$ cat config.mk
export PLATFORM = sky130hd
export DESIGN_NAME = regs_top
export DESIGN_NICKNAME = d
export VERILOG_FILES = /design/src/regs_pkg.sv /design/src/regs_if.sv /design/src/write_arbiter.sv /design/src/gpr_file.sv /design/src/creg_file.sv /design/src/irq_status.sv /design/src/regs_top.sv
export VERILOG_INCLUDE_DIRS = /design/src
export SDC_FILE = /design/constraint.sdc
export NUM_CORES = 2
export LEC_CHECK = 0
export BUFFER_PORTS_ARGS = -buffer_cell sky130_fd_sc_hd__buf_2
export CAP_MARGIN = 5
export CORE_MARGIN = 2
export CORE_UTILIZATION = 62
export DETAILED_ROUTE_END_ITERATION = 8
export PLACE_DENSITY = 0.79
export SKIP_CTS_REPAIR_TIMING = 1
export SLEW_MARGIN = 20
export SYNTH_ARGS = -nofsm -noshare
export SYNTH_HDL_FRONTEND = slang
export SYNTH_SLANG_ARGS = --single-unit
$ cat constraint.sdc
create_clock -name clk -period 2.38 [get_ports clk]
set_input_delay 0.238 -clock clk [delete_from_list [all_inputs] [get_ports clk]]
set_output_delay 0.238 -clock clk [all_outputs]
set_load 0.02 [all_outputs]
$ cat src/regs_cfg.svh
`ifndef REGS_CFG_SVH
`define REGS_CFG_SVH

// Width of one data word in the register files.
`define REGS_DATA_W 32

// General-purpose register file geometry.
`define REGS_GPR_N  32
`define REGS_GPR_AW 5

// Control register file geometry.
`define REGS_CREG_N  8
`define REGS_CREG_AW 3

// External interrupt lines, accumulated into the low bits of creg_pend.
`define REGS_IRQ_N 16

// The compiler places function return values in r3.
`define REGS_RET_REG 3

`endif

$ cat src/regs_pkg.sv
`default_nettype none

`include "regs_cfg.svh"

package regs_pkg;

  typedef logic [`REGS_DATA_W-1:0]  word_t;      // One data word.
  typedef logic [`REGS_GPR_AW-1:0]  gpr_addr_t;  // General-purpose register index.
  typedef logic [`REGS_CREG_AW-1:0] creg_addr_t; // Control register index.
  typedef logic [`REGS_IRQ_N-1:0]   irq_vec_t;   // One bit per interrupt line.

  // Control register map. A nonzero creg_mode means kernel mode, and bit 31
  // of creg_mask is the global interrupt enable.
  typedef enum creg_addr_t {
    creg_mode = 3'd0,
    creg_rsvd = 3'd1,
    creg_pend = 3'd2,
    creg_mask = 3'd3,
    creg_epc  = 3'd4,
    creg_efg  = 3'd5,
    creg_cdv  = 3'd6,
    creg_tlb  = 3'd7
  } creg_e;

endpackage

`default_nettype wire

$ cat src/regs_if.sv
`timescale 1ns/1ps
`default_nettype none

// Resolved general-purpose write ports. By the time writes reach this bundle
// neither port targets r0 and port 1 never collides with an enabled port 0.
interface gpr_wr_if;

  logic                 wen0;
  regs_pkg::gpr_addr_t  waddr0;
  regs_pkg::word_t      wdata0;
  logic                 wen1;
  regs_pkg::gpr_addr_t  waddr1;
  regs_pkg::word_t      wdata1;

  modport src (
    output wen0,
    output waddr0,
    output wdata0,
    output wen1,
    output waddr1,
    output wdata1
  );

  modport dst (
    input wen0,
    input waddr0,
    input wdata0,
    input wen1,
    input waddr1,
    input wdata1
  );

endinterface

`default_nettype wire

$ cat src/write_arbiter.sv
`timescale 1ns/1ps
`default_nettype none

module write_arbiter (
  input  logic                wen0,
  input  regs_pkg::gpr_addr_t waddr0,
  input  regs_pkg::word_t     wdata0,
  input  logic                wen1,
  input  regs_pkg::gpr_addr_t waddr1,
  input  regs_pkg::word_t     wdata1,
  input  logic                cwen,
  input  regs_pkg::creg_e     cwaddr,
  input  regs_pkg::word_t     cwdata,
  input  logic                kmode,
  gpr_wr_if.src               wr,
  output logic                creg_wen,
  output regs_pkg::creg_e     creg_waddr,
  output regs_pkg::word_t     creg_wdata,
  output logic                priv_violation
);

  logic port0_is_r0;
  logic port1_is_r0;
  logic port_clash;

  assign port0_is_r0 = (waddr0 == '0);
  assign port1_is_r0 = (waddr1 == '0);

  // Port 0 carries load data, so it wins when both ports hit one register.
  assign port_clash = wen0 && (waddr0 == waddr1);

  assign wr.wen0   = wen0 && !port0_is_r0; // r0 is hardwired to zero.
  assign wr.waddr0 = waddr0;
  assign wr.wdata0 = wdata0;

  // Port 1 serves pre and post increment address updates.
  assign wr.wen1   = wen1 && !port1_is_r0 && !port_clash;
  assign wr.waddr1 = waddr1;
  assign wr.wdata1 = wdata1;

  // Control registers are writable only from kernel mode.
  assign creg_wen   = cwen && kmode;
  assign creg_waddr = cwaddr;
  assign creg_wdata = cwdata;

  assign priv_violation = cwen && !kmode; // Refused write, reported in the same cycle.

endmodule

`default_nettype wire

$ cat src/gpr_file.sv
`timescale 1ns/1ps
`default_nettype none

`include "regs_cfg.svh"

module gpr_file (
  input  logic                clk,
  input  logic                rst_n,
  gpr_wr_if.dst               wr,
  input  regs_pkg::gpr_addr_t raddr0,
  input  regs_pkg::gpr_addr_t raddr1,
  input  logic                stall,
  output regs_pkg::word_t     rdata0,
  output regs_pkg::word_t     rdata1,
  output regs_pkg::word_t     ret_val
);

  regs_pkg::word_t mem [`REGS_GPR_N];

  // Both write ports land at the same edge. The arbiter guarantees that they
  // never address the same entry, so their order here does not matter.
  always_ff @(posedge clk) begin
    if (wr.wen0) begin
      mem[wr.waddr0] <= wr.wdata0;
    end
    if (wr.wen1) begin
      mem[wr.waddr1] <= wr.wdata1;
    end
  end

  // Registered reads. There is no bypass, so a read that coincides with a
  // write to the same register sees the old contents.
  always_ff @(posedge clk or negedge rst_n) begin
    if (!rst_n) begin
      rdata0 <= '0;
      rdata1 <= '0;
    end else if (!stall) begin
      rdata0 <= (raddr0 == '0) ? '0 : mem[raddr0]; // r0 always reads zero.
      rdata1 <= (raddr1 == '0) ? '0 : mem[raddr1];
    end
  end

  // The return-value register is tapped directly for observation.
  assign ret_val = mem[`REGS_RET_REG];

endmodule

`default_nettype wire

$ cat src/creg_file.sv
`timescale 1ns/1ps
`default_nettype none

`include "regs_cfg.svh"

module creg_file (
  input  logic               clk,
  input  logic               rst_n,
  input  logic               creg_wen,
  input  regs_pkg::creg_e    creg_waddr,
  input  regs_pkg::word_t    creg_wdata,
  input  regs_pkg::creg_e    craddr,
  input  logic               stall,
  input  logic               exc,
  input  logic               tlb_exc,
  input  regs_pkg::word_t    tlb_addr,
  input  regs_pkg::word_t    epc,
  input  regs_pkg::word_t    efg,
  input  regs_pkg::irq_vec_t interrupts,
  output regs_pkg::word_t    crdata,
  output logic               kmode,
  output regs_pkg::word_t    cdv_out,
  output regs_pkg::word_t    pend,
  output regs_pkg::word_t    mask
);

  regs_pkg::word_t cregs [`REGS_CREG_N];
  regs_pkg::word_t irq_word;

  // Interrupt lines occupy the low bits of the pending register.
  assign irq_word = regs_pkg::word_t'(interrupts);

  always_ff @(posedge clk or negedge rst_n) begin
    if (!rst_n) begin
      for (int i = 0; i < `REGS_CREG_N; i++) begin
        cregs[i] <= '0;
      end
      cregs[regs_pkg::creg_mode] <= regs_pkg::word_t'(1); // Come up in kernel mode.
      crdata <= '0;
    end else begin
      if (!stall) begin
        if (!exc) begin
          crdata <= cregs[craddr];
        end else begin
          // An exception freezes the read port and records where and why.
          cregs[regs_pkg::creg_epc] <= epc;
          cregs[regs_pkg::creg_efg] <= efg;
          if (tlb_exc) begin
            cregs[regs_pkg::creg_tlb] <= tlb_addr; // Faulting translation address.
          end
        end

        // Lines stay pending until software clears them.
        cregs[regs_pkg::creg_pend] <= cregs[regs_pkg::creg_pend] | irq_word;
      end

      // Software writes are placed last so that they override any hardware
      // update of the same register at this edge.
      if (creg_wen) begin
        cregs[creg_waddr] <= creg_wdata;
      end
    end
  end

  assign kmode   = (cregs[regs_pkg::creg_mode] != '0);
  assign cdv_out = cregs[regs_pkg::creg_cdv];
  assign pend    = cregs[regs_pkg::creg_pend];
  assign mask    = cregs[regs_pkg::creg_mask];

endmodule

`default_nettype wire

$ cat src/irq_status.sv
`timescale 1ns/1ps
`default_nettype none

`include "regs_cfg.svh"

module irq_status (
  input  regs_pkg::word_t                 pend,
  input  regs_pkg::word_t                 mask,
  output regs_pkg::word_t                 interrupt_state,
  output logic                            irq_valid,
  output logic [$clog2(`REGS_IRQ_N)-1:0]  irq_line
);

  localparam int LINE_W = $clog2(`REGS_IRQ_N);

  logic               global_en;
  regs_pkg::irq_vec_t active;

  assign global_en = mask[`REGS_DATA_W-1]; // Top bit of the mask is the master enable.

  assign interrupt_state = global_en ? (pend & mask) : '0;

  // Only the external line bits take part in line selection.
  assign active    = interrupt_state[`REGS_IRQ_N-1:0];
  assign irq_valid = |active;

  // Lowest numbered line has the highest priority. Scanning downward lets the
  // last match, which is the lowest set bit, win.
  always_comb begin
    irq_line = '0;
    for (int i = `REGS_IRQ_N - 1; i >= 0; i--) begin
      if (active[i]) begin
        irq_line = LINE_W'(i);
      end
    end
  end

endmodule

`default_nettype wire

$ cat src/regs_top.sv
`timescale 1ns/1ps
`default_nettype none

`include "regs_cfg.svh"

module regs_top (
  input  logic                           clk,
  input  logic                           rst_n,
  input  logic                           stall,
  input  logic                           wen0,
  input  regs_pkg::gpr_addr_t            waddr0,
  input  regs_pkg::word_t                wdata0,
  input  logic                           wen1,
  input  regs_pkg::gpr_addr_t            waddr1,
  input  regs_pkg::word_t                wdata1,
  input  regs_pkg::gpr_addr_t            raddr0,
  input  regs_pkg::gpr_addr_t            raddr1,
  input  logic                           cwen,
  input  regs_pkg::creg_e                cwaddr,
  input  regs_pkg::word_t                cwdata,
  input  regs_pkg::creg_e                craddr,
  input  logic                           exc,
  input  logic                           tlb_exc,
  input  regs_pkg::word_t                tlb_addr,
  input  regs_pkg::word_t                epc,
  input  regs_pkg::word_t                efg,
  input  regs_pkg::irq_vec_t             interrupts,
  output regs_pkg::word_t                rdata0,
  output regs_pkg::word_t                rdata1,
  output regs_pkg::word_t                ret_val,
  output regs_pkg::word_t                crdata,
  output logic                           kmode,
  output regs_pkg::word_t                cdv_out,
  output regs_pkg::word_t                interrupt_state,
  output logic                           irq_valid,
  output logic [$clog2(`REGS_IRQ_N)-1:0] irq_line,
  output logic                           priv_violation
);

  gpr_wr_if gpr_wr ();

  logic            creg_wen;
  regs_pkg::creg_e creg_waddr;
  regs_pkg::word_t creg_wdata;
  regs_pkg::word_t pend;
  regs_pkg::word_t mask;

  write_arbiter i_write_arbiter (
    .wen0           (wen0),
    .waddr0         (waddr0),
    .wdata0         (wdata0),
    .wen1           (wen1),
    .waddr1         (waddr1),
    .wdata1         (wdata1),
    .cwen           (cwen),
    .cwaddr         (cwaddr),
    .cwdata         (cwdata),
    .kmode          (kmode),      // Privilege comes back from the control registers.
    .wr             (gpr_wr.src),
    .creg_wen       (creg_wen),
    .creg_waddr     (creg_waddr),
    .creg_wdata     (creg_wdata),
    .priv_violation (priv_violation)
  );

  gpr_file i_gpr_file (
    .clk     (clk),
    .rst_n   (rst_n),
    .wr      (gpr_wr.dst),
    .raddr0  (raddr0),
    .raddr1  (raddr1),
    .stall   (stall),
    .rdata0  (rdata0),
    .rdata1  (rdata1),
    .ret_val (ret_val)
  );

  creg_file i_creg_file (
    .clk        (clk),
    .rst_n      (rst_n),
    .creg_wen   (creg_wen),
    .creg_waddr (creg_waddr),
    .creg_wdata (creg_wdata),
    .craddr     (craddr),
    .stall      (stall),
    .exc        (exc),
    .tlb_exc    (tlb_exc),
    .tlb_addr   (tlb_addr),
    .epc        (epc),
    .efg        (efg),
    .interrupts (interrupts),
    .crdata     (crdata),
    .kmode      (kmode),
    .cdv_out    (cdv_out),
    .pend       (pend),
    .mask       (mask)
  );

  irq_status i_irq_status (
    .pend            (pend),
    .mask            (mask),
    .interrupt_state (interrupt_state),
    .irq_valid       (irq_valid),
    .irq_line        (irq_line)
  );

endmodule

`default_nettype wire

### Word level (Yosys, flattened, before mapping)

Memories as Yosys holds them, arrays and structs flattened.
Cells that the tools add are included.
Widths: inputs -> output; s select.

| cells by class | value |
|---|---|
| magnitude comparators | 3 |
| equal/unequal tests | 1 |
| muxes and demuxes | 36 |
| bitwise logic cells | 6 |
| reductions and logical operators | 18 |

Operators by type and width:

| kind | count |
|---|---|
| $mux 32 | 10 |
| $bwmux 256 | 1 |
| $mux 192 | 1 |
| $mux 64 | 2 |
| $bmux 32 s3 | 1 |
| $demux 32 s3 | 1 |
| $mux 4 | 16 |
| $and 32x32->32 | 1 |
| $or 32x16->32 | 1 |
| $reduce_bool 32->1 | 1 |
| $logic_not 5->1 | 4 |
| $reduce_or 16->1 | 1 |
| $ge 4x4->1 const B | 2 |
| $not 3->4 | 2 |
| $logic_and 1x1->1 | 7 |
| $eq 5x5->1 | 1 |
| $logic_not 1->1 | 4 |
| $lt 4x1->1 const B | 1 |
| $mux 1 | 4 |
| $not 1->1 | 2 |
| $reduce_and 2->1 | 1 |

| storage, ports and cells | value |
|---|---|
| bits in registers | 352 |
| RAM bits | 1024 |
| logic and storage cells | 76 |
| memories | 1 |

Memory list:

| memory | words | width | rd ports | clocked after Yosys merged registers in | wr ports | line | text |
|---|---|---|---|---|---|---|---|
| i_gpr_file.mem | 32 | 32 | 3 | 0 | 2 | gpr_file.sv:18 | `` regs_pkg::word_t mem [`REGS_GPR_N]; `` |

### Depth between registers and ports, before layout

| depth | value |
|---|---|
| depth in word-level cells | 18 |
| mapped depth | 9 |
| mapped depth without buffers | 5 |

### By module

From an unflattened synthesis, not the netlist that was laid out.

| unflattened totals | value |
|---|---|
| cells, all modules | 5556 |
| area, all modules | 78615.4 sq um |

Modules (own cells, without submodules):

| module | times used | cells each | area each (sq um) | seq. area each (sq um) |
|---|---|---|---|---|
| gpr_file | 1 | 4224 | 62894.1 | 32351.0 |
| creg_file | 1 | 1126 | 14335.0 | 7208.2 |
| write_arbiter | 1 | 122 | 914.6 | 0.0 |
| irq_status | 1 | 84 | 471.7 | 0.0 |

### Worst setup path after synthesis

Ideal clock, no wire load.

| path | value |
|---|---|
| kind | input-to-reg |
| from | input port waddr0[4] |
| to | memory i_gpr_file.mem[3][0] (netlist name), enable pin |
| library setup time | 0.470 ns |
| arrival | 3.211 ns |
| required time | 1.910 ns |
| setup slack | -1.301 ns |
| stages | 4 |
| buffers on the path | 1 |
| path through | clkbuf_2 > nor2b_1 > nand3_1 > o31ai_1 |

RTL lines:

| item | line | text |
|---|---|---|
| from (decl) | regs_top.sv:11 | `input regs_pkg::gpr_addr_t waddr0,` |
| to (decl) | gpr_file.sv:18 |  |

### Worst setup path in the final report

| path | value |
|---|---|
| from | register i_creg_file.cregs[248] (netlist name) |
| to | output port priv_violation |

| on the way | value |
|---|---|
| word-level cells in the longest chain between the ends | 3 |

RTL lines:

| item | line | text |
|---|---|---|
| from (decl) | creg_file.sv:27 | `` regs_pkg::word_t cregs [`REGS_CREG_N]; `` |
| from (signal, indexed assignment) | creg_file.sv:38 | `cregs[regs_pkg::creg_mode] <= regs_pkg::word_t'(1);` |
| from (signal, indexed assignment) | creg_file.sv:46 | `cregs[regs_pkg::creg_epc] <= epc;` |
| from (signal, indexed assignment) | creg_file.sv:47 | `cregs[regs_pkg::creg_efg] <= efg;` |
| $reduce_bool 32->1 | creg_file.sv:65 | `assign kmode = (cregs[regs_pkg::creg_mode] != '0);` |
| $logic_not 1->1 | write_arbiter.sv:46 | `assign priv_violation = cwen && !kmode;` |
| $logic_and 1x1->1 | write_arbiter.sv:46 |  |
| to (decl) | regs_top.sv:37 | `output logic priv_violation` |

No other way between the ends.

==> flow_summary.toml <==
[outcome]
status = "complete, but fails checks"
violations = "hold timing, setup timing"

[critical_path]
crit_type = "reg2out"
path_cells = "nor4_2, buf_4, nand4_1, buf_6, nor2_4, and2_4, buf_6"
cp.arrival_ns = 2.33
critPathMostFrequentCell = "buf_6"
slowest_stage = "dfrtp_1"
cp-start-kind = "flop"
slowest_delay_ns = 0.40
worstPathMaxFanout = 6
cp.required_ns = 2.14
worst_setup_path_end_kind = "output pin"

[clock_tree]
clk_pin_slew_ns = 0.06
clock_path_buffers = 3
clk_latency_ns = 0.81
cts_num_sinks = 1376
root_buffer = "clkbuf_16"
htreeDepth = 4
cts_buffers = 147
tritoncts = "built"

[finish]
fillers = 7399
stdcell_area_um2 = 91100
nNetsFinal = 6138
syn_to_final_growth_pct = 18.6
multi_input_comb_area_um2 = 35000
seqCellArea_um2 = 39600
drive_gt1_share_pct = 45.9
final_core_util_pct = 73.9

[synthesis]
yosysSeqAreaShare_pct = 51.5
synthCells = 5321
synth_area_leader_cell = "edfxtp_1"
ys_async_sr_fraction_pct = 25.6
synth_area_leaders = "edfxtp_1, mux2_2, dfrtp_1, mux4_2, mux2i_1"
synth_top_area_share_pct = 40.0
syn_avg_cell_area_um2 = 14.4
synth.distinct_cells = 60
synth_ff_type = "edfxtp_1"
synth_edf_count = 1024
syn-cell-area_um2 = 76800
yosys_warnings = 0
ys_seq_elements = 1376

[place]
placed_area_um2 = 84200
gp_congestion = 0.982
dp_hpwl_mm = 172
port_buffers = 440

[floorplanning]
die_w_um = 356
rows = 129
initial_utilization_pct = 62.3
io_pins = 441
coreArea_um2 = 123000
dieArea_um2 = 127000
die_h_um = 356

[route]
initialDrtViolationCount = 8898
wl_per_cell_um = 34.8
via_per_inst = 7.32
route.vias.total = 56100
wl_mm = 267
ant_nets = 0
dr.pass1.iters = 8
drc = 0

[sta]
fin_crit_sh_pct = 108
worstMarginPinSlew_ns = 0.915
finalCriticalPeriod_ns = 2.57
slew_headroom_pct = 39.0
finalSetupViolCount = 9
fin_worst_skew_ns = 0.0368
hold_ws_ns = -0.00387
setup_ws_ns = -0.189
fmax_mhz = 389
rsz0062_at_grt = "true"
drv_slew = 0
finalHoldViolations = 2

[global_routing]
grt_max_degree = 85
track_usage_pct = 40.9
antenna_found_initial = 11
grt_overflow_total = 0
grt_pass1_wl_mm = 376
grt_pass1_vias = 55500

[job]
cap_violations = 0

[pwr]
switching_share_pct = 26.9
seqPwrFrac_pct = 45.5
combPwrFrac_pct = 16.5
internal_power_mw = 46.2
power_switching_mw = 17.0
power_mw = 63.2
p_clk_share_pct = 38.0
vdd_ir_drop_max_uv = 780
cellPowerDensity_nw_per_um2 = 694
p_leak_nw = 34.8

[worst_hold_path]
hold_path.class = "in2reg"
## path summary, 6_finish.rpt
kind                            cells after the start                                  end  slack [ns]                               start
worst min-delay path                                1      i_gpr_file.mem[0][19]$_DFFE_PP_      -0.004                          wdata0[19]
worst max-delay path                                7                       priv_violation       -0.19  i_creg_file.cregs[248]$_DFFE_PN0P_
min in group asynchronous                           3  i_creg_file.cdv_out[26]$_DFFE_PN0P_        0.13                               rst_n
worst max register to register                     11     i_creg_file.cregs[108]$_DFF_PN0_       -0.02  i_creg_file.cregs[248]$_DFFE_PN0P_
worst min register to register                      2   i_creg_file.crdata[27]$_DFFE_PN0P_        0.48  i_creg_file.crdata[27]$_DFFE_PN0P_
max in group asynchronous                           3     i_gpr_file.rdata1[7]$_DFFE_PN0N_        1.67                               rst_n
## registers in the layout (all words and copies together) (netlist names)
signal               flops
i_creg_file.pend        32
i_gpr_file.mem        1024
i_creg_file.crdata      32
i_creg_file.cdv_out     32
i_creg_file.mask        32
i_gpr_file.rdata0       32
i_creg_file.cregs      160
i_gpr_file.rdata1       32
## synthesized netlist by cell type, types with 5 or more instances
cell and count:
a2111oi_0 64, inv_1 5, nor2_1 195, a21oi_1 257
nand3_1 11, edfxtp_1 1024, mux4_2 388, nor4_1 8
buf_6 49, o211ai_1 10, buf_4 32, o211a_1 60
a22o_1 6, buf_1 65, nor3_1 7, nor2b_1 7
clkbuf_1 470, o21ai_0 125, nand2b_1 13, a22oi_1 64
buf_2 39, o221ai_1 62, nand2_1 140, mux2_2 1155
mux2i_1 508, and3_1 25, o22ai_1 63, nand2_4 16
mux2_1 41, nand4_1 6, dfrtp_1 351
## power by group through the flow
| stage | sequential [mW] | combinational, mW | clock, mW |
|---|---|---|---|
| 2_1_floorplan | 29.0 | 5.94 | 0 |
| 6_report | 28.8 | 10.4 | 24.0 |
| 5_1_grt | 28.9 | 10.9 | 25.0 |
| 3_3_place_gp | 29.0 | 9.41 | 0 |
| 3_5_place_dp | 29.1 | 9.64 | 0 |
| 4_1_cts | 28.7 | 9.71 | 24.0 |
## through the flow
step | worst slack, ns | cells | TNS (ns) | hold WS (ns)
after global placement | -0.197 | 7210 | -0.610 | 0.172
after global routing | -0.288 | 7661 | -3.30 | 0.000162
after floorplan | -0.0410 | 5352 | -20.55 | -0.0576
after CTS | -0.495 | 7485 | -2.29 | -0.685
final | -0.189 | 7669 | -0.810 | -0.00387
after detailed placement | -0.291 | 7210 | -1.47 | 0.168
## final cells by class
type,instances,area share (%)
Antenna cell,10,0.0275
Clock inverter,69,0.879
Sequential cell,1376,43.4
Timing Repair Buffer,1050,10.4
Timing Repair inverter,1,0.00549
Tap cell,1637,2.25
Multi-Input combinational cell,3314,38.4
Clock buffer,206,4.60
Inverter,6,0.0288
## cell families (layout without fill, tap and decap cells)
family | after synthesis | after routing | synth area share [%]
buffers and inverters | 662 | 1332 | 3.93
multiplexers | 2092 | 2092 | 35.5
flip-flops | 1376 | 1376 | 51.5
AND/OR/NAND/NOR | 458 | 458 | 2.78
other | 1 | 42 | 0.00488
AO/OA/AOI/OAI | 727 | 727 | 6.21
XOR/XNOR | 5 | 5 | 0.0570
## cells in the final DEF, fill, tap and decap left out, types with 7 or more instances in the layout
master,instances
nand3_1,9
mux2_2,1155
nor2_1,184
clkinvlp_4,8
dfrtp_1,349
o221ai_1,62
o211ai_1,10
mux2_1,41
clkinv_1,18
buf_6,10
buf_4,273
mux2i_1,508
clkinv_2,20
nand2_4,16
o211a_1,60
a22oi_1,64
edfxtp_1,1024
nand2_2,20
a21oi_1,254
o21ai_4,29
a2111oi_0,62
and3_1,24
nand2_1,120
clkbuf_1,37
bufinv_16,15
diode_2,10
clkbuf_16,153
buf_12,176
mux4_2,388
nor2_2,7
clkbuf_8,16
o22ai_1,62
nor3_1,7
o21ai_0,96
conb_1,32
buf_2,425
nand2b_1,11
dlygate4sd3_1,161
## critical path, delay by kind of cell, from the launching register on
| kind | cells | cell delay, ns |
|---|---|---|
| and+or+nand+nor | 4 | 0.71 |
| buffers and inverters | 3 | 0.44 |
| DFF | 1 | 0.40 |
## routing by layer
| layer | routed length, µm | global-route usage (%) | share of wire (%) |
|---|---|---|---|
| met5 | 81 | 0 | 0.030 |
| met4 | 20400 | 25.3 | 7.6 |
| met3 | 37300 | 13.1 | 14 |
| met2 | 121000 | 62.2 | 45 |
| met1 | 88800 | 51.2 | 33 |
(Power assumes the default switching activity.)
